**src/host_chan_cfg.svh**
```systemverilog
`ifndef HOST_CHAN_CFG_SVH
`define HOST_CHAN_CFG_SVH

// Sizes shared by the host channel adapter and its testbench

// Host physical address width of an accelerator read
`define HC_ADDR_W 32

// One data word on every path
`define HC_DATA_W 64

// Read tag width, one tag per reorder-buffer slot
`define HC_TAG_W 3

// Reorder-buffer depth follows from the tag width
`define HC_ROB_DEPTH (1 << `HC_TAG_W)

// MMIO register address width on the Avalon side
`define HC_MMIO_ADDR_W 16

// Host MMIO transaction id width
`define HC_TID_W 9

// MMIO reads the bridge may hold ids for at once
`define HC_MMIO_RD_MAX 4

`endif

```
**src/host_chan_pkg.sv**
```systemverilog
`include "host_chan_cfg.svh"

package host_chan_pkg;

    // ========================================
    // Accelerator read path
    // ========================================

    // Read request issued by the accelerator, one word address
    typedef struct packed {
        logic [`HC_ADDR_W-1:0] addr;
    } mem_rd_req_t;

    // Read data handed back to the accelerator in issue order
    typedef struct packed {
        logic [`HC_DATA_W-1:0] data;
    } mem_rd_rsp_t;

    // Host reply, which may come back in any order
    typedef struct packed {
        logic [`HC_TAG_W-1:0]  tag;
        logic [`HC_DATA_W-1:0] data;
    } host_rx_rsp_t;

    // ========================================
    // MMIO path
    // ========================================

    // Host MMIO request; data is ignored for a read
    typedef struct packed {
        logic                       wr;
        logic [`HC_TID_W-1:0]       tid;
        logic [`HC_MMIO_ADDR_W-1:0] addr;
        logic [`HC_DATA_W-1:0]      data;
    } mmio_req_t;

    // Avalon slave request toward the accelerator registers
    typedef struct packed {
        logic                       wr;
        logic [`HC_MMIO_ADDR_W-1:0] addr;
        logic [`HC_DATA_W-1:0]      wdata;
    } av_req_t;

    // Avalon readdata, returned in request order
    typedef struct packed {
        logic [`HC_DATA_W-1:0] rdata;
    } av_rsp_t;

    // ========================================
    // Host transmit channel
    // ========================================

    typedef enum logic {
        RD_REQ   = 1'b0,
        MMIO_RSP = 1'b1
    } host_tx_kind_t;

    // The id holds a read tag for RD_REQ and a tid for MMIO_RSP
    typedef struct packed {
        host_tx_kind_t         kind;
        logic [`HC_TID_W-1:0]  id;
        logic [`HC_ADDR_W-1:0] addr;
        logic [`HC_DATA_W-1:0] data;
    } host_tx_t;

endpackage

```
**src/host_chan_avalon_top.sv**
```systemverilog
`timescale 1ns/1ps

// Host channel adapter top level
// Read reorder path and MMIO bridge side by side, sharing the host transmit channel
module host_chan_avalon_top (
    input  logic                        clk,
    input  logic                        rst_n,
    input  logic                        rd_req_valid,
    output logic                        rd_req_ready,
    input  host_chan_pkg::mem_rd_req_t  rd_req,
    output logic                        rd_rsp_valid,
    input  logic                        rd_rsp_ready,
    output host_chan_pkg::mem_rd_rsp_t  rd_rsp,
    input  logic                        host_rx_valid,
    input  host_chan_pkg::host_rx_rsp_t host_rx,
    input  logic                        mmio_in_valid,
    output logic                        mmio_in_ready,
    input  host_chan_pkg::mmio_req_t    mmio_in,
    output logic                        host_tx_valid,
    input  logic                        host_tx_ready,
    output host_chan_pkg::host_tx_t     host_tx,
    output logic                        av_req_valid,
    input  logic                        av_req_ready,
    output host_chan_pkg::av_req_t      av_req,
    input  logic                        av_rsp_valid,
    input  host_chan_pkg::av_rsp_t      av_rsp
);

    import host_chan_pkg::*;

    // ========================================
    // Internal streams
    // ========================================

    // Tagged read requests and MMIO read data heading for the arbiter
    logic     rob_tx_valid, rob_tx_ready;
    host_tx_t rob_tx;
    logic     br_tx_valid, br_tx_ready;
    host_tx_t br_tx;

    // Merged transmit beat ahead of its output stage
    logic     arb_valid, arb_ready;
    host_tx_t arb_out;

    // Ordered read data and Avalon requests ahead of their output stages
    logic        rob_rsp_valid, rob_rsp_ready;
    mem_rd_rsp_t rob_rsp;
    logic        br_av_valid, br_av_ready;
    av_req_t     br_av;

    rd_rob rob_i (
        .clk, .rst_n,
        .req_valid(rd_req_valid), .req_ready(rd_req_ready), .req(rd_req),
        .tx_valid(rob_tx_valid), .tx_ready(rob_tx_ready), .tx(rob_tx),
        .host_rx_valid, .host_rx,
        .rsp_valid(rob_rsp_valid), .rsp_ready(rob_rsp_ready), .rsp(rob_rsp)
    );

    mmio_avalon_bridge bridge_i (
        .clk, .rst_n,
        .mmio_valid(mmio_in_valid), .mmio_ready(mmio_in_ready), .mmio(mmio_in),
        .av_req_valid(br_av_valid), .av_req_ready(br_av_ready), .av_req(br_av),
        .av_rsp_valid, .av_rsp,
        .tx_valid(br_tx_valid), .tx_ready(br_tx_ready), .tx(br_tx)
    );

    host_tx_arb arb_i (
        .clk, .rst_n,
        .rd_valid(rob_tx_valid), .rd_ready(rob_tx_ready), .rd(rob_tx),
        .mmio_valid(br_tx_valid), .mmio_ready(br_tx_ready), .mmio(br_tx),
        .out_valid(arb_valid), .out_ready(arb_ready), .out(arb_out)
    );

    // Output stages, one per outgoing stream
    pipe_reg_slice #(.payload_t(host_tx_t)) tx_slice_i (
        .clk, .rst_n,
        .in_valid(arb_valid), .in_ready(arb_ready), .in_data(arb_out),
        .out_valid(host_tx_valid), .out_ready(host_tx_ready), .out_data(host_tx)
    );

    pipe_reg_slice #(.payload_t(mem_rd_rsp_t)) rsp_slice_i (
        .clk, .rst_n,
        .in_valid(rob_rsp_valid), .in_ready(rob_rsp_ready), .in_data(rob_rsp),
        .out_valid(rd_rsp_valid), .out_ready(rd_rsp_ready), .out_data(rd_rsp)
    );

    pipe_reg_slice #(.payload_t(av_req_t)) av_slice_i (
        .clk, .rst_n,
        .in_valid(br_av_valid), .in_ready(br_av_ready), .in_data(br_av),
        .out_valid(av_req_valid), .out_ready(av_req_ready), .out_data(av_req)
    );

endmodule

```
**src/host_tx_arb.sv**
```systemverilog
`timescale 1ns/1ps

// Two-way round-robin merge onto the host transmit channel
module host_tx_arb (
    input  logic                    clk,
    input  logic                    rst_n,
    input  logic                    rd_valid,
    output logic                    rd_ready,
    input  host_chan_pkg::host_tx_t rd,
    input  logic                    mmio_valid,
    output logic                    mmio_ready,
    input  host_chan_pkg::host_tx_t mmio,
    output logic                    out_valid,
    input  logic                    out_ready,
    output host_chan_pkg::host_tx_t out
);

    // Set when the MMIO side has priority in a tie
    logic prio_mmio;

    logic grant_rd;
    logic grant_mmio;

    // The selection is combinational, only the priority flag is stored
    assign grant_rd   = rd_valid && (!mmio_valid || !prio_mmio);
    assign grant_mmio = mmio_valid && (!rd_valid || prio_mmio);

    assign out_valid  = rd_valid || mmio_valid;
    assign out        = grant_mmio ? mmio : rd;
    assign rd_ready   = out_ready && grant_rd;
    assign mmio_ready = out_ready && grant_mmio;

    // After a transfer the other source wins the next tie
    always_ff @(posedge clk) begin
        if (!rst_n) begin
            prio_mmio <= 1'b0;
        end else if (out_valid && out_ready) begin
            prio_mmio <= grant_rd;
        end
    end

    a_one_grant : assert property (
        @(posedge clk) disable iff (!rst_n)
        !(rd_ready && mmio_ready)
    ) else $error("host_tx_arb: both inputs granted in one cycle");

    // A read passed over for an MMIO beat goes first on the next cycle
    a_rd_no_starve : assert property (
        @(posedge clk) disable iff (!rst_n)
        rd_valid && mmio_valid && mmio_ready |=> grant_rd
    ) else $error("host_tx_arb: read source passed over twice");

    // Same guarantee for the MMIO side
    a_mmio_no_starve : assert property (
        @(posedge clk) disable iff (!rst_n)
        rd_valid && mmio_valid && rd_ready |=> grant_mmio
    ) else $error("host_tx_arb: MMIO source passed over twice");

endmodule

```
**src/mmio_avalon_bridge.sv**
```systemverilog
`timescale 1ns/1ps

`include "host_chan_cfg.svh"

// Host MMIO to Avalon slave bridge
// Reads keep their tid in a small FIFO whose slots also hold the returned data
module mmio_avalon_bridge (
    input  logic                     clk,
    input  logic                     rst_n,
    input  logic                     mmio_valid,
    output logic                     mmio_ready,
    input  host_chan_pkg::mmio_req_t mmio,
    output logic                     av_req_valid,
    input  logic                     av_req_ready,
    output host_chan_pkg::av_req_t   av_req,
    input  logic                     av_rsp_valid,
    input  host_chan_pkg::av_rsp_t   av_rsp,
    output logic                     tx_valid,
    input  logic                     tx_ready,
    output host_chan_pkg::host_tx_t  tx
);

    import host_chan_pkg::*;

    localparam int PW = $clog2(`HC_MMIO_RD_MAX);

    // ========================================
    // Read id FIFO with response storage
    // ========================================

    // Push on read accept, fill on Avalon data, pop on transmit
    logic [PW:0]   wr_ptr;
    logic [PW:0]   fill_ptr;
    logic [PW:0]   head_ptr;
    logic [PW-1:0] head_idx;
    logic [PW:0]   in_flight;
    logic [PW:0]   awaiting;
    logic          rd_full;

    logic [`HC_TID_W-1:0]      tid_q  [`HC_MMIO_RD_MAX];
    logic [`HC_DATA_W-1:0]     data_q [`HC_MMIO_RD_MAX];
    logic [`HC_MMIO_RD_MAX-1:0] dvld;

    logic live;
    logic mmio_fire;
    logic rd_push;
    logic tx_fire;

    assign head_idx  = head_ptr[PW-1:0];
    assign in_flight = wr_ptr - head_ptr;
    assign awaiting  = wr_ptr - fill_ptr;
    assign rd_full   = (in_flight == (PW+1)'(`HC_MMIO_RD_MAX));

    // Writes only need the Avalon register free, reads also need an id slot
    assign mmio_ready = live && (!av_req_valid || av_req_ready) && (mmio.wr || !rd_full);
    assign mmio_fire  = mmio_valid && mmio_ready;
    assign rd_push    = mmio_fire && !mmio.wr;

    // The head slot is offered as soon as its data has landed
    assign tx_valid = dvld[head_idx];
    assign tx_fire  = tx_valid && tx_ready;

    always_comb begin
        tx.kind = MMIO_RSP;
        tx.id   = tid_q[head_idx];
        tx.addr = '0;
        tx.data = data_q[head_idx];
    end

    always_ff @(posedge clk) begin
        if (!rst_n) begin
            live         <= 1'b0;
            av_req_valid <= 1'b0;
            wr_ptr       <= '0;
            fill_ptr     <= '0;
            head_ptr     <= '0;
            dvld         <= '0;
        end else begin
            live <= 1'b1;

            if (mmio_fire) begin
                av_req_valid <= 1'b1;
            end else if (av_req_ready) begin
                av_req_valid <= 1'b0;
            end

            if (rd_push) begin
                wr_ptr <= wr_ptr + 1'b1;
            end

            // A filling slot is never the one being popped
            if (tx_fire) begin
                dvld[head_idx] <= 1'b0;
                head_ptr       <= head_ptr + 1'b1;
            end
            if (av_rsp_valid) begin
                dvld[fill_ptr[PW-1:0]] <= 1'b1;
                fill_ptr               <= fill_ptr + 1'b1;
            end
        end
    end

    // Payload storage
    always_ff @(posedge clk) begin
        if (mmio_fire) begin
            av_req.wr    <= mmio.wr;
            av_req.addr  <= mmio.addr;
            av_req.wdata <= mmio.data;
        end
        if (rd_push) begin
            tid_q[wr_ptr[PW-1:0]] <= mmio.tid;
        end
        if (av_rsp_valid) begin
            data_q[fill_ptr[PW-1:0]] <= av_rsp.rdata;
        end
    end

    // Readdata must belong to a read that was sent and is still unanswered
    a_rsp_has_tid : assert property (
        @(posedge clk) disable iff (!rst_n)
        av_rsp_valid |-> (awaiting != '0)
    ) else $error("mmio_avalon_bridge: Avalon readdata with no read waiting");

endmodule

```
**src/pipe_reg_slice.sv**
```systemverilog
`timescale 1ns/1ps

// One-entry register stage on a valid/ready stream
// Output valid and data come straight from flops, so the valid path is cut
module pipe_reg_slice #(
    parameter type payload_t = logic
) (
    input  logic     clk,
    input  logic     rst_n,
    input  logic     in_valid,
    output logic     in_ready,
    input  payload_t in_data,
    output logic     out_valid,
    input  logic     out_ready,
    output payload_t out_data
);

    // Low for the first cycle after reset so no beat is taken early
    logic live;

    logic in_fire;

    // Room exists when empty or when the held beat leaves this cycle
    assign in_ready = live && (!out_valid || out_ready);
    assign in_fire  = in_valid && in_ready;

    always_ff @(posedge clk) begin
        if (!rst_n) begin
            live      <= 1'b0;
            out_valid <= 1'b0;
        end else begin
            live <= 1'b1;
            if (in_fire) begin
                out_valid <= 1'b1;
            end else if (out_ready) begin
                out_valid <= 1'b0;
            end
        end
    end

    // Payload only moves on an accepted beat
    always_ff @(posedge clk) begin
        if (in_fire) begin
            out_data <= in_data;
        end
    end

    // A stalled beat stays offered and unchanged until it is taken
    a_hold_stable : assert property (
        @(posedge clk) disable iff (!rst_n)
        out_valid && !out_ready |=> out_valid && $stable(out_data)
    ) else $error("pipe_reg_slice: held beat changed while stalled");

endmodule

```
**src/rd_rob.sv**
```systemverilog
`timescale 1ns/1ps

`include "host_chan_cfg.svh"

// Read reorder buffer
// Tags go out in a circular sequence and data returns in that same order
module rd_rob (
    input  logic                       clk,
    input  logic                       rst_n,
    input  logic                       req_valid,
    output logic                       req_ready,
    input  host_chan_pkg::mem_rd_req_t req,
    output logic                       tx_valid,
    input  logic                       tx_ready,
    output host_chan_pkg::host_tx_t    tx,
    input  logic                       host_rx_valid,
    input  host_chan_pkg::host_rx_rsp_t host_rx,
    output logic                       rsp_valid,
    input  logic                       rsp_ready,
    output host_chan_pkg::mem_rd_rsp_t rsp
);

    import host_chan_pkg::*;

    // ========================================
    // Pointers and slot state
    // ========================================

    // Pointers carry one extra wrap bit to tell full from empty
    logic [`HC_TAG_W:0]   iss_ptr;
    logic [`HC_TAG_W:0]   ret_ptr;
    logic [`HC_TAG_W-1:0] iss_idx;
    logic [`HC_TAG_W-1:0] ret_idx;
    logic [`HC_TAG_W:0]   occupancy;
    logic                 rob_full;

    // Reply data and a flag per slot telling that the host has answered
    logic [`HC_DATA_W-1:0]    data_q [`HC_ROB_DEPTH];
    logic [`HC_ROB_DEPTH-1:0] slot_vld;

    logic live;
    logic req_fire;
    logic retire;

    // Distance of a reply's tag from the oldest outstanding slot
    logic [`HC_TAG_W-1:0] rx_offset;

    assign iss_idx   = iss_ptr[`HC_TAG_W-1:0];
    assign ret_idx   = ret_ptr[`HC_TAG_W-1:0];
    assign occupancy = iss_ptr - ret_ptr;
    assign rob_full  = (occupancy == (`HC_TAG_W+1)'(`HC_ROB_DEPTH));
    assign rx_offset = host_rx.tag - ret_idx;

    // A new read needs a free tag and room in the outgoing request register
    assign req_ready = live && !rob_full && (!tx_valid || tx_ready);
    assign req_fire  = req_valid && req_ready;

    // The oldest slot retires once its data is in and the output has room
    assign retire = slot_vld[ret_idx] && (!rsp_valid || rsp_ready);

    always_ff @(posedge clk) begin
        if (!rst_n) begin
            live      <= 1'b0;
            iss_ptr   <= '0;
            ret_ptr   <= '0;
            slot_vld  <= '0;
            tx_valid  <= 1'b0;
            rsp_valid <= 1'b0;
        end else begin
            live <= 1'b1;

            // Request side, the tagged read is offered to the arbiter next cycle
            if (req_fire) begin
                iss_ptr  <= iss_ptr + 1'b1;
                tx_valid <= 1'b1;
            end else if (tx_ready) begin
                tx_valid <= 1'b0;
            end

            // Clear before set, a reply always targets a different slot
            if (retire) begin
                slot_vld[ret_idx] <= 1'b0;
                ret_ptr           <= ret_ptr + 1'b1;
            end
            if (host_rx_valid) begin
                slot_vld[host_rx.tag] <= 1'b1;
            end

            if (retire) begin
                rsp_valid <= 1'b1;
            end else if (rsp_ready) begin
                rsp_valid <= 1'b0;
            end
        end
    end

    // ========================================
    // Payload registers
    // ========================================

    always_ff @(posedge clk) begin
        if (host_rx_valid) begin
            data_q[host_rx.tag] <= host_rx.data;
        end
        if (req_fire) begin
            tx.kind <= RD_REQ;
            tx.id   <= {{(`HC_TID_W-`HC_TAG_W){1'b0}}, iss_idx};
            tx.addr <= req.addr;
            tx.data <= '0;
        end
        if (retire) begin
            rsp.data <= data_q[ret_idx];
        end
    end

    // The host may only answer a tag that is issued and not yet answered
    a_rx_outstanding : assert property (
        @(posedge clk) disable iff (!rst_n)
        host_rx_valid |-> ({1'b0, rx_offset} < occupancy) && !slot_vld[host_rx.tag]
    ) else $error("rd_rob: host reply for a tag that is not outstanding");

    // Issue never runs more than a full buffer ahead of retire
    a_no_overrun : assert property (
        @(posedge clk) disable iff (!rst_n)
        occupancy <= (`HC_TAG_W+1)'(`HC_ROB_DEPTH)
    ) else $error("rd_rob: issue pointer overran the retire pointer");

endmodule

```
**config.mk**
```make
export PLATFORM = sky130hd
export DESIGN_NAME = host_chan_avalon_top
export DESIGN_NICKNAME = d
export VERILOG_FILES = /design/src/host_chan_pkg.sv /design/src/host_chan_avalon_top.sv /design/src/host_tx_arb.sv /design/src/mmio_avalon_bridge.sv /design/src/pipe_reg_slice.sv /design/src/rd_rob.sv
export VERILOG_INCLUDE_DIRS = /design/src
export SDC_FILE = /design/constraint.sdc
export NUM_CORES = 1
export LEC_CHECK = 0
export ABC_AREA = 1
export BUFFER_PORTS_ARGS = -buffer_cell sky130_fd_sc_hd__buf_4
export CAP_MARGIN = 20
export CORE_MARGIN = 2
export CORE_UTILIZATION = 45
export DETAILED_ROUTE_END_ITERATION = 12
export GPL_TIMING_DRIVEN = 0
export PLACE_DENSITY = 0.75
export SETUP_SLACK_MARGIN = 0.5
export SLEW_MARGIN = 40
export SYNTH_ARGS = -nofsm -noshare
export SYNTH_HDL_FRONTEND = slang
export SYNTH_HIERARCHICAL = 1
export SYNTH_SLANG_ARGS = --single-unit
```
**constraint.sdc**
```tcl
create_clock -name clk -period 17.35 [get_ports clk]
set_input_delay 2.6025 -clock clk [delete_from_list [all_inputs] [get_ports clk]]
set_output_delay 2.6025 -clock clk [all_outputs]
set_load 0.1 [all_outputs]
```
* Word level (Yosys, flattened, before mapping)
Memory sizes are Yosys's and may differ from the RTL's. A register that Yosys moved wholly into a read port is not among the register bits. Index checks and enable logic that the tools add are counted.
Operators by class: bitwise operators 6, magnitude comparators 8, eq/ne operators 2, multiplexer cells 42, add/sub/neg operators 7, reduce and logical (&&, ||, !) cells 50
Operators by type and width (count):
- $mux W99 | 1
- $mux W1 | 25
- $mux W8 | 3
- $logic_and A1 B1 Y1 | 23
- $mux W4 | 3
- $reduce_bool A2 Y1 | 6
- $logic_not A1 Y1 | 11
- $logic_or A1 B1 Y1 | 10
- $add A3 B1 Y3 const B | 3
- $add A4 B1 Y4 const B | 2
- $and A8 B8 Y8 | 1
- $lt A3 B4 Y1 const B | 2
- $mux W2 | 4
- $not A8 Y8 | 1
- $or A8 B8 Y8 | 1
- $demux W1 S3 | 2
- $ge A3 B1 Y1 const B | 2
- $lt A2 B3 Y1 const B | 2
- $and A4 B4 Y4 | 1
- $demux W1 S2 | 2
- $eq A4 B4 Y1 const B | 1
- $ge A2 B1 Y1 const B | 2
- $not A4 Y4 | 1
- $or A4 B4 Y4 | 1
- other kinds (5) | 5
Word-level totals: bits in registers 404, output and inout port bits 256, memories 3, memory bits (writable) 804, logic and storage cells 147
Memory list:
- rob_i.data_q | depth 8, bits a word 64, read ports 1, clocked after memory_dff 1, wr ports 1, RTL line rd_rob.sv:38 | logic [`HC_DATA_W-1:0] data_q [`HC_ROB_DEPTH];
- bridge_i.data_q | depth 4, bits a word 64, read ports 1, clocked after memory_dff 1, wr ports 1, RTL line mmio_avalon_bridge.sv:41 | logic [`HC_DATA_W-1:0] data_q [`HC_MMIO_RD_MAX];
- bridge_i.tid_q | depth 4, bits a word 9, read ports 1, clocked after memory_dff 1, wr ports 1, RTL line mmio_avalon_bridge.sv:40 | logic [`HC_TID_W-1:0] tid_q [`HC_MMIO_RD_MAX];

* Depth between registers and ports, before layout
Gate-level depths: netlist of the first run.
depth in word-level cells 10, mapped depth 14

* Hierarchy
Netlist of the first run, hierarchy kept.
By module, submodules not included:
- rd_rob | area an instance 24050.6 um^2, times used 1, sequential area each 18728.0 um^2, cells an instance 1687
- mmio_avalon_bridge | area an instance 14340.0 um^2, times used 1, sequential area each 11521.0 um^2, cells an instance 953
- pipe_reg_slice (tx_slice_i) | area an instance 3268.1 um^2, times used 1, sequential area each 3223.1 um^2, cells an instance 118
- pipe_reg_slice (av_slice_i) | area an instance 2517.4 um^2, times used 1, sequential area each 2472.4 um^2, cells an instance 93
- pipe_reg_slice (rsp_slice_i) | area an instance 2006.9 um^2, times used 1, sequential area each 1961.9 um^2, cells an instance 76
- host_tx_arb | area an instance 1610.3 um^2, times used 1, sequential area each 20.0 um^2, cells an instance 354

* Least setup slack after synthesis of the first run
Ideal clock, no wire load.
kind input to register, start in host_tx_ready, end reg tx_slice_i/out_data[0] (netlist name) (enable), required time 16.799 ns, arrival 6.787 ns, cell stages on the path 4, setup slack 10.011 ns, cells stage by stage inv_1 > nand2_1 > inv_1 > nor3_2
Between the ends: longest elaborated chain between the ends 3
Ends and longest elaborated chain:
- start: declaration | RTL line host_chan_avalon_top.sv:20 | input logic host_tx_ready,
- $logic_or A1 B1 Y1 | RTL line pipe_reg_slice.sv:24 | assign in_ready = live && (!out_valid || out_ready);
- $logic_and A1 B1 Y1 | RTL line pipe_reg_slice.sv:24
- $logic_and A1 B1 Y1 | RTL line pipe_reg_slice.sv:25 | assign in_fire = in_valid && in_ready;
- net tx_slice_i.in_fire | RTL line pipe_reg_slice.sv:21 | logic in_fire;
- end signal: assignment | RTL line pipe_reg_slice.sv:44 | out_data <= in_data;
- end: declaration | RTL line pipe_reg_slice.sv:15 | output payload_t out_data
The timed path passes the listed nets, and every way through them passes these cells. A chain may end at the register's enable or synchronous reset.

* Worst setup path after layout of the first run
start in host_tx_ready, end out rd_req_ready
Between the ends: longest elaborated chain between the ends 5
Ends and longest elaborated chain:
- $logic_or A1 B1 Y1 | RTL line pipe_reg_slice.sv:24
- $logic_and A1 B1 Y1 | RTL line pipe_reg_slice.sv:24
- net arb_ready | RTL line host_chan_avalon_top.sv:42 | logic arb_valid, arb_ready;
- $logic_and A1 B1 Y1 | RTL line host_tx_arb.sv:30 | assign rd_ready = out_ready && grant_rd;
- net rob_tx_ready | RTL line host_chan_avalon_top.sv:36 | logic rob_tx_valid, rob_tx_ready;
- $logic_or A1 B1 Y1 | RTL line rd_rob.sv:55 | assign req_ready = live && !rob_full && (!tx_valid || tx_ready);
- $logic_and A1 B1 Y1 | RTL line rd_rob.sv:55
- end: declaration | RTL line host_chan_avalon_top.sv:9 | output logic rd_req_ready,
The timed path passes the listed nets, and every way through them passes these cells.

==> flow_metrics.env, run 1 <==
export IMPL_status="finished, final reports clean"
export IMPL_seqPwrFrac_pct=46.5
export IMPL_holdPathEnd="av_slice_i/out_data[40]"
export IMPL_critical_path_peak_fanout=5
export IMPL_cts_repair_timing_setup_buffer_count=0
export IMPL_drt_vias_per_instance=5.319
export IMPL_netlist_area_um2=47790
export IMPL_cts_clk_slew_worst_paths_ns=0.06
export IMPL_core_region_area_um2=105300
export IMPL_area_growth_synth_to_final_pct=23.87
export IMPL_area_sequential_um2=37930
export IMPL_critPathLaunchType="input port"
export IMPL_ctsResizeCount=0
export IMPL_gpl_final_weighted_congestion=0.8263
export IMPL_drv_slew=0
export IMPL_timing_worst_setup_path_type="in -> out"
export IMPL_timing_critical_path_max_delay_family="simple AND/OR/NAND/NOR gates"
export IMPL_place_hpwl_um=82360
export IMPL_combinational_family_with_the_most_area_after_synthesis="compound AO/OA/AOI/OAI gates"
export IMPL_regToRegStartpoint="bridge_i/head_ptr[0]"
export IMPL_master_of_the_slowest_instance_on_the_critical_path="sky130_fd_sc_hd__buf_4"
export IMPL_syn_mean_instance_area_um2=14.57
export IMPL_cts_num_sinks=1277
export IMPL_worst_ep_arrival_time_ns=4.25
export IMPL_ys_seq_area_share_pct=79.35
export IMPL_share_of_layout_cells_above_drive_strength_1_pct=23.51
export IMPL_synthSimpleGateAreaFrac_pct=6.173
export IMPL_holdPathStages=0
export IMPL_detail_route_antenna_nets=0
export IMPL_tritoncts_num_buffers=130
export IMPL_route_final_wire_length_um=123500
export IMPL_grt_start_max_net_pins=61
export IMPL_most_used_flip_flop_cell_after_synthesis="sky130_fd_sc_hd__edfxtp_1"
export IMPL_dieWidth_um=329.9
export IMPL_insertion_delay_ns=0.73
export IMPL_ys_seq_elements=1277
export IMPL_htree_levels=4
export IMPL_placedInstanceArea_um2=55140
export IMPL_start_util_pct=45.40
export IMPL_worst_pin_slew_ns=0.7584
export IMPL_crit_chain="buf_4, inv_1, nand2_1, inv_1, nor2_1, nand3_1, inv_1, inv_1, nand2_1, and2_1, nand2_1, inv_1, buf_4"
export IMPL_numPortBuffers=516
export IMPL_cts_root_to_sink_buffers=3
export IMPL_ctsRootBufferMaster="sky130_fd_sc_hd__clkbuf_16"
export IMPL_power_combinational_fraction_pct=20.7
export IMPL_number_of_global_route_vias_before_repair=28870
export IMPL_power_switching_share_pct=30.68
export IMPL_tritoncts="yes"
export IMPL_number_of_enable_type_register_cells_in_the_synthesized_netlist=1235
export IMPL_detail_route_drc_violations=0
export IMPL_rrSetupSlack_ns=14.68
export IMPL_fillCellCount=7991
export IMPL_critPathCaptureType="output pin"
export IMPL_reg2reg_depth=13
export IMPL_die_area_um2=108800
export IMPL_max_cap_violations=0
export IMPL_rsz0062_at_grt="no"
export IMPL_dr_first_iter_drc_count=3393
export IMPL_drt_wirelength_per_cell_um=22.05
export IMPL_clock_skew_ns=0.03970
export IMPL_number_of_detailed_route_iterations_in_the_first_pass=6
export IMPL_floorplan_rows=119
export IMPL_ys_async_sr_fraction_pct=0
export IMPL_yosysUniqueCellTypes=38
export IMPL_setup_viol=0
export IMPL_die_height_um=329.9
export IMPL_vias=29790
export IMPL_fmax_mhz=145.8
export IMPL_cellLeakagePower_nw=21.83
export IMPL_synth_mux_area_fraction_pct=0
export IMPL_p_int_w=0.005641
export IMPL_max_slew_margin_rel_pct=49.44
export IMPL_hp_start="bridge_i/av_req[40]"
export IMPL_final_hold_violation_count=0
export IMPL_hold_buffers=0
export IMPL_critical_path_most_common_cell="sky130_fd_sc_hd__inv_1"
export IMPL_fin_setup_tns_ns=0
export IMPL_grt_pass1_wl_um=178000
export IMPL_hold_class="reg -> reg"
export IMPL_io_pins=518
export IMPL_r2r_end="rob_i/tx[84]"
export IMPL_clock_power_share_pct=32.8
export IMPL_grt_ovfl_total=0
export IMPL_fin_nets=4381
export IMPL_largest_stage_delay_worst_path_ns=0.31
export IMPL_peakVddDrop_uv=110.6
export IMPL_worst_endpoint_required_ns=14.75
export IMPL_synth_xor_area_share_pct=0.09163
export IMPL_final_period_utilization_pct=39.52
export IMPL_synth_yosys_warnings=6
export IMPL_post_route_cell_area_um2=59200
export IMPL_switchingPower_w=0.002496
export IMPL_placed_insts=5359
export IMPL_synth_cells=3281
export IMPL_timing_critical_path_buf_inv=7
export IMPL_synth_compound_area_share_pct=8.849
export IMPL_globalRouteTotalUtil_pct=22.11
export IMPL_yosys_area_share_adder_pct=0.4974
export IMPL_layout_min_cycle_time_ns=6.857
export IMPL_pwr_density_cell_nw_per_um2=137.5
export IMPL_multiInputGateArea_um2=7938
export IMPL_antenna_found_initial=18
export IMPL_final_instance_count_excl_fill=5600
## through the flow
step	util, %	setup WS (ns)	power, W	hold slack, ns
floorplan	-	10.01	0.004891	0.4003
global route	56.23	10.40	0.008413	0.3980
finish	56.24	10.49	0.008138	0.3999
global placement	51.10	7.272	0.005451	0.4000
detailed placement	52.38	10.53	0.005514	0.4045
CTS	56.22	10.53	0.008171	0.4002
## registers in the layout (all words and copies together) (netlist names), 4 cells and up, named ones only
register and count:
bridge_i/data_q 256, bridge_i/tid_q 36, rob_i/ret_ptr 4, rsp_slice_i/out_data 64, rob_i/rsp 64, rob_i/slot_vld 8
av_slice_i/out_data 81, rob_i/iss_ptr 4, bridge_i/av_req 81, rob_i/data_q 512, bridge_i/dvld 4, tx_slice_i/out_data 106
rob_i/tx 35
## cell families (layout without fill, tap and decap cells)
kind of cell    Yosys count  count (layout)
xor+xnor                  5               5
compound gates          744             744
flops                  1277            1277
buf+inv                 476            1293
fa+ha+maj                19              19
simple gates            757             757
other cells               3             114
## how the worst max path moves through the flow
stage               slack [ns]                      end  cells past startpoint     startpoint
finish                   10.49             rd_req_ready                     13  host_tx_ready
global route             10.40             rd_req_ready                     13  host_tx_ready
CTS                      10.53             rd_req_ready                     13  host_tx_ready
detailed placement       10.53             rd_req_ready                     13  host_tx_ready
global placement          7.27  tx_slice_i/out_data[16]                      5  host_tx_ready
floorplan                10.01   tx_slice_i/out_data[0]                      4  host_tx_ready
## routing by layer
| metal | share of wire [%] | wire length, um | vias to the layer above | global-route usage (%) |
|---|---|---|---|---|
| li1 | - | - | 13330 | - |
| met1 | 36 | 44520 | 14440 | 27.35 |
| met2 | 49 | 60840 | 1668 | 37.07 |
| met3 | 11 | 13210 | 323 | 5.561 |
| met4 | 3.9 | 4760 | 18 | 9.269 |
| met5 | 0.10 | 129 | - | 0 |
## synth_stat cells, drive strengths merged (3+ instances only)
| cell type | n | area share [%] |
|---|---|---|
| clkbuf | 80 | 0.74 |
| o22ai | 73 | 0.96 |
| xor2 | 4 | 0.073 |
| inv | 210 | 1.6 |
| nand4 | 5 | 0.065 |
| ha | 19 | 0.50 |
| nand3 | 29 | 0.30 |
| o2111ai | 63 | 1.2 |
| o21a | 63 | 0.99 |
| a21oi | 23 | 0.24 |
| conb | 3 | 0.024 |
| edfxtp | 1235 | 78 |
| nor2 | 503 | 4.0 |
| buf | 184 | 2.6 |
| nand2 | 210 | 1.7 |
| o21ai | 518 | 5.4 |
| dfxtp | 42 | 1.8 |
| nor3 | 4 | 0.084 |
## cell type report
cell class	count	area share, %
Antenna cell	10	0.04227
Buffer	264	2.701
Clock buffer	164	5.871
Clock inverter	67	0.9511
Inverter	212	1.399
Multi-Input combinational cell	1629	13.41
Sequential cell	1277	64.06
Tap cell	1391	2.940
Timing Repair Buffer	586	8.625
## power groups by stage
stage	registers (W)	logic [W]	clock network [W]
floorplan	0.00420	0.000688	0
global placement	0.00386	0.00159	0
detailed placement	0.00384	0.00167	0
CTS	0.00378	0.00168	0.00271
global route	0.00380	0.00179	0.00282
finish	0.00378	0.00169	0.00267
## placed cells by master, fill, tap and decap left out, types with 43 or more instances in the layout
cell type,instances
sky130_fd_sc_hd__edfxtp_1,1235
sky130_fd_sc_hd__buf_4,631
sky130_fd_sc_hd__nor2_1,491
sky130_fd_sc_hd__o21ai_0,474
sky130_fd_sc_hd__nand2_1,207
sky130_fd_sc_hd__inv_1,195
sky130_fd_sc_hd__clkbuf_16,134
sky130_fd_sc_hd__conb_1,104
sky130_fd_sc_hd__clkbuf_1,103
sky130_fd_sc_hd__o22ai_1,73
sky130_fd_sc_hd__o21a_1,63
sky130_fd_sc_hd__o2111ai_1,63
sky130_fd_sc_hd__buf_2,58
sky130_fd_sc_hd__o21ai_1,43
No activity file was read; power rests on OpenSTA's default activity.
==> inputs of run 2 (changes only) <==
--- a/config.mk
+++ b/config.mk
@@ -13,7 +13,7 @@
 export CORE_UTILIZATION = 45
 export DETAILED_ROUTE_END_ITERATION = 12
 export GPL_TIMING_DRIVEN = 0
-export PLACE_DENSITY = 0.75
+export PLACE_DENSITY = 0.77
 export SETUP_SLACK_MARGIN = 0.5
 export SLEW_MARGIN = 40
 export SYNTH_ARGS = -nofsm -noshare
==> constraint.sdc (replaced) <==
create_clock -name clk -period 6 [get_ports clk]
set_input_delay 0.9 -clock clk [delete_from_list [all_inputs] [get_ports clk]]
set_output_delay 0.9 -clock clk [all_outputs]
set_load 0.1 [all_outputs]
==> flow_metrics.env, run 2 (synthesis results as in run 1) <==
export IMPL_hold_buffers=0
export IMPL_cts_clk_slew_worst_paths_ns=0.06
export IMPL_dr_first_iter_drc_count=3214
export IMPL_worst_endpoint_required_ns=5.10
export IMPL_status="finished, final reports clean"
export IMPL_core_region_area_um2=105300
export IMPL_p_int_w=0.01648
export IMPL_htree_levels=4
export IMPL_max_slew_margin_rel_pct=47.22
export IMPL_grt_ovfl_total=0
export IMPL_ctsRootBufferMaster="sky130_fd_sc_hd__clkbuf_16"
export IMPL_clock_power_share_pct=33.2
export IMPL_fin_nets=4382
export IMPL_tritoncts="yes"
export IMPL_clock_skew_ns=0.02887
export IMPL_gpl_final_weighted_congestion=0.8242
export IMPL_share_of_layout_cells_above_drive_strength_1_pct=23.75
export IMPL_timing_critical_path_max_delay_family="simple AND/OR/NAND/NOR gates"
export IMPL_grt_start_max_net_pins=61
export IMPL_placed_insts=5359
export IMPL_mostFrequentLayoutCell="sky130_fd_sc_hd__edfxtp_1"
export IMPL_globalRouteTotalUtil_pct=21.99
export IMPL_floorplan_rows=119
export IMPL_vias=29430
export IMPL_final_period_utilization_pct=59.90
export IMPL_drt_wirelength_per_cell_um=21.86
export IMPL_rsz0062_at_grt="no"
export IMPL_biggestRegsByFlops="rob_i/data_q (512), bridge_i/data_q (256), tx_slice_i/out_data (106)"
export IMPL_hold_class="in -> reg"
export IMPL_die_height_um=329.9
export IMPL_critical_path_most_common_cell="sky130_fd_sc_hd__nand2_1"
export IMPL_cellLeakagePower_nw=21.89
export IMPL_die_area_um2=108800
export IMPL_mostFrequentLayoutCells="sky130_fd_sc_hd__edfxtp_1, sky130_fd_sc_hd__buf_4, sky130_fd_sc_hd__nor2_1"
export IMPL_drt_vias_per_instance=5.250
export IMPL_insertion_delay_ns=0.73
export IMPL_switchingPower_w=0.007211
export IMPL_antenna_found_initial=23
export IMPL_area_growth_synth_to_final_pct=24.15
export IMPL_critical_path_peak_fanout=9
export IMPL_fmax_mhz=278.3
export IMPL_cts_root_to_sink_buffers=3
export IMPL_pwr_density_cell_nw_per_um2=399.2
export IMPL_fin_setup_tns_ns=0
export IMPL_final_hold_violation_count=0
export IMPL_max_cap_violations=0
export IMPL_peakVddDrop_uv=410.1
export IMPL_tritoncts_num_buffers=131
export IMPL_final_instance_count_excl_fill=5606
export IMPL_master_of_the_slowest_instance_on_the_critical_path="sky130_fd_sc_hd__dfxtp_1"
export IMPL_crit_chain="inv_2, nand2_1, nand3_1, and2_1, nand2_1, nand3_1, inv_1, inv_1, nand2_1, and2_1, nand2_1, inv_1, buf_4"
export IMPL_largest_stage_delay_worst_path_ns=0.49
export IMPL_seqPwrFrac_pct=46.2
export IMPL_worst_ep_arrival_time_ns=2.69
export IMPL_timing_critical_path_buf_inv=5
export IMPL_start_util_pct=45.40
export IMPL_cts_repair_timing_setup_buffer_count=0
export IMPL_power_switching_share_pct=30.44
export IMPL_largest_register_ffs=512
export IMPL_ctsResizeCount=0
export IMPL_number_of_detailed_route_iterations_in_the_first_pass=6
export IMPL_cts_num_sinks=1277
export IMPL_top_register="rob_i/data_q"
export IMPL_number_of_global_route_vias_before_repair=28670
export IMPL_grt_pass1_wl_um=176500
export IMPL_route_final_wire_length_um=122600
export IMPL_power_combinational_fraction_pct=20.6
export IMPL_critPathLaunchType="register"
export IMPL_setup_viol=0
export IMPL_detail_route_antenna_nets=0
export IMPL_numPortBuffers=516
export IMPL_io_pins=518
export IMPL_drv_slew=0
export IMPL_layout_min_cycle_time_ns=3.594
export IMPL_worst_pin_slew_ns=0.7917
export IMPL_place_hpwl_um=82460
export IMPL_detail_route_drc_violations=0
export IMPL_timing_worst_setup_path_type="reg -> out"
export IMPL_dieWidth_um=329.9
export IMPL_critPathCaptureType="output pin"
run 2: cell types whose count changed in the layout (fill, tap and decap cells not counted), moves of 2 or more:
| cell | previous run | this run |
|---|---|---|
| sky130_fd_sc_hd__buf_12 | 4 | 2 |
| sky130_fd_sc_hd__buf_4 | 631 | 628 |
| sky130_fd_sc_hd__buf_6 | 28 | 30 |
| sky130_fd_sc_hd__buf_8 | 22 | 25 |
| sky130_fd_sc_hd__bufinv_16 | 5 | 9 |
| sky130_fd_sc_hd__clkbuf_1 | 103 | 94 |
| sky130_fd_sc_hd__clkinvlp_4 | 5 | 9 |
| sky130_fd_sc_hd__diode_2 | 10 | 13 |
| sky130_fd_sc_hd__inv_6 | 10 | 13 |
run 2: routing by layer:
layer,track usage [%],vias up,wire [um]
li1,-,13350,-
met1,26.98,14150,43550
met2,36.83,1609,60450
met3,5.501,298,13630
met4,9.970,20,4830
met5,0,-,115
run 2: through the flow:
step / total power [W] / hold WS (ns) / setup slack (ns) / cell area [um2] / utilization, %
floorplan: 0.01414 / 0.4003 / 1.347 / 48180 / -
global placement: 0.01574 / 0.4002 / -1.189 / 53790 / 51.10
detailed placement: 0.01594 / 0.4045 / 2.531 / 55140 / 52.38
CTS: 0.02380 / 0.2749 / 2.305 / 59300 / 56.33
global route: 0.02449 / 0.3009 / 2.106 / 59320 / 56.35
finish: 0.02369 / 0.3387 / 2.406 / 59330 / 56.37
run 2: worst paths after layout:
path,startpoint,endpoint,slack [ns],depth (start not counted)
setup / recovery,bridge_i/head_ptr[0],rd_req_ready,2.41,13
hold / removal,mmio_in[36],bridge_i/av_req[36],0.34,1
setup reg to reg,bridge_i/head_ptr[0],tx_slice_i/out_data[22],3.39,10
hold reg to reg,rob_i/rsp[27],rsp_slice_i/out_data[27],0.41,0
run 2: power by group through the flow:
| stage | Sequential (W) | Combinational, W | Clock (W) |
|---|---|---|---|
| floorplan | 0.0121 | 0.00199 | 0 |
| global placement | 0.0112 | 0.00458 | 0 |
| detailed placement | 0.0111 | 0.00482 | 0 |
| CTS | 0.0109 | 0.00485 | 0.00800 |
| global route | 0.0110 | 0.00518 | 0.00833 |
| finish | 0.0109 | 0.00488 | 0.00787 |
run 2: area by class of cell:
type | instances | area, um2
inverters | 212 | 828.3
plain buffers | 264 | 1599
diodes | 13 | 32.53
multi-input cells | 1629 | 7938
clock inverters | 79 | 728.2
fillers | 7904 | 45930
clock buffers | 155 | 3431
flip-flops and latches | 1277 | 37930
well taps | 1391 | 1740
repair buffers | 586 | 5111
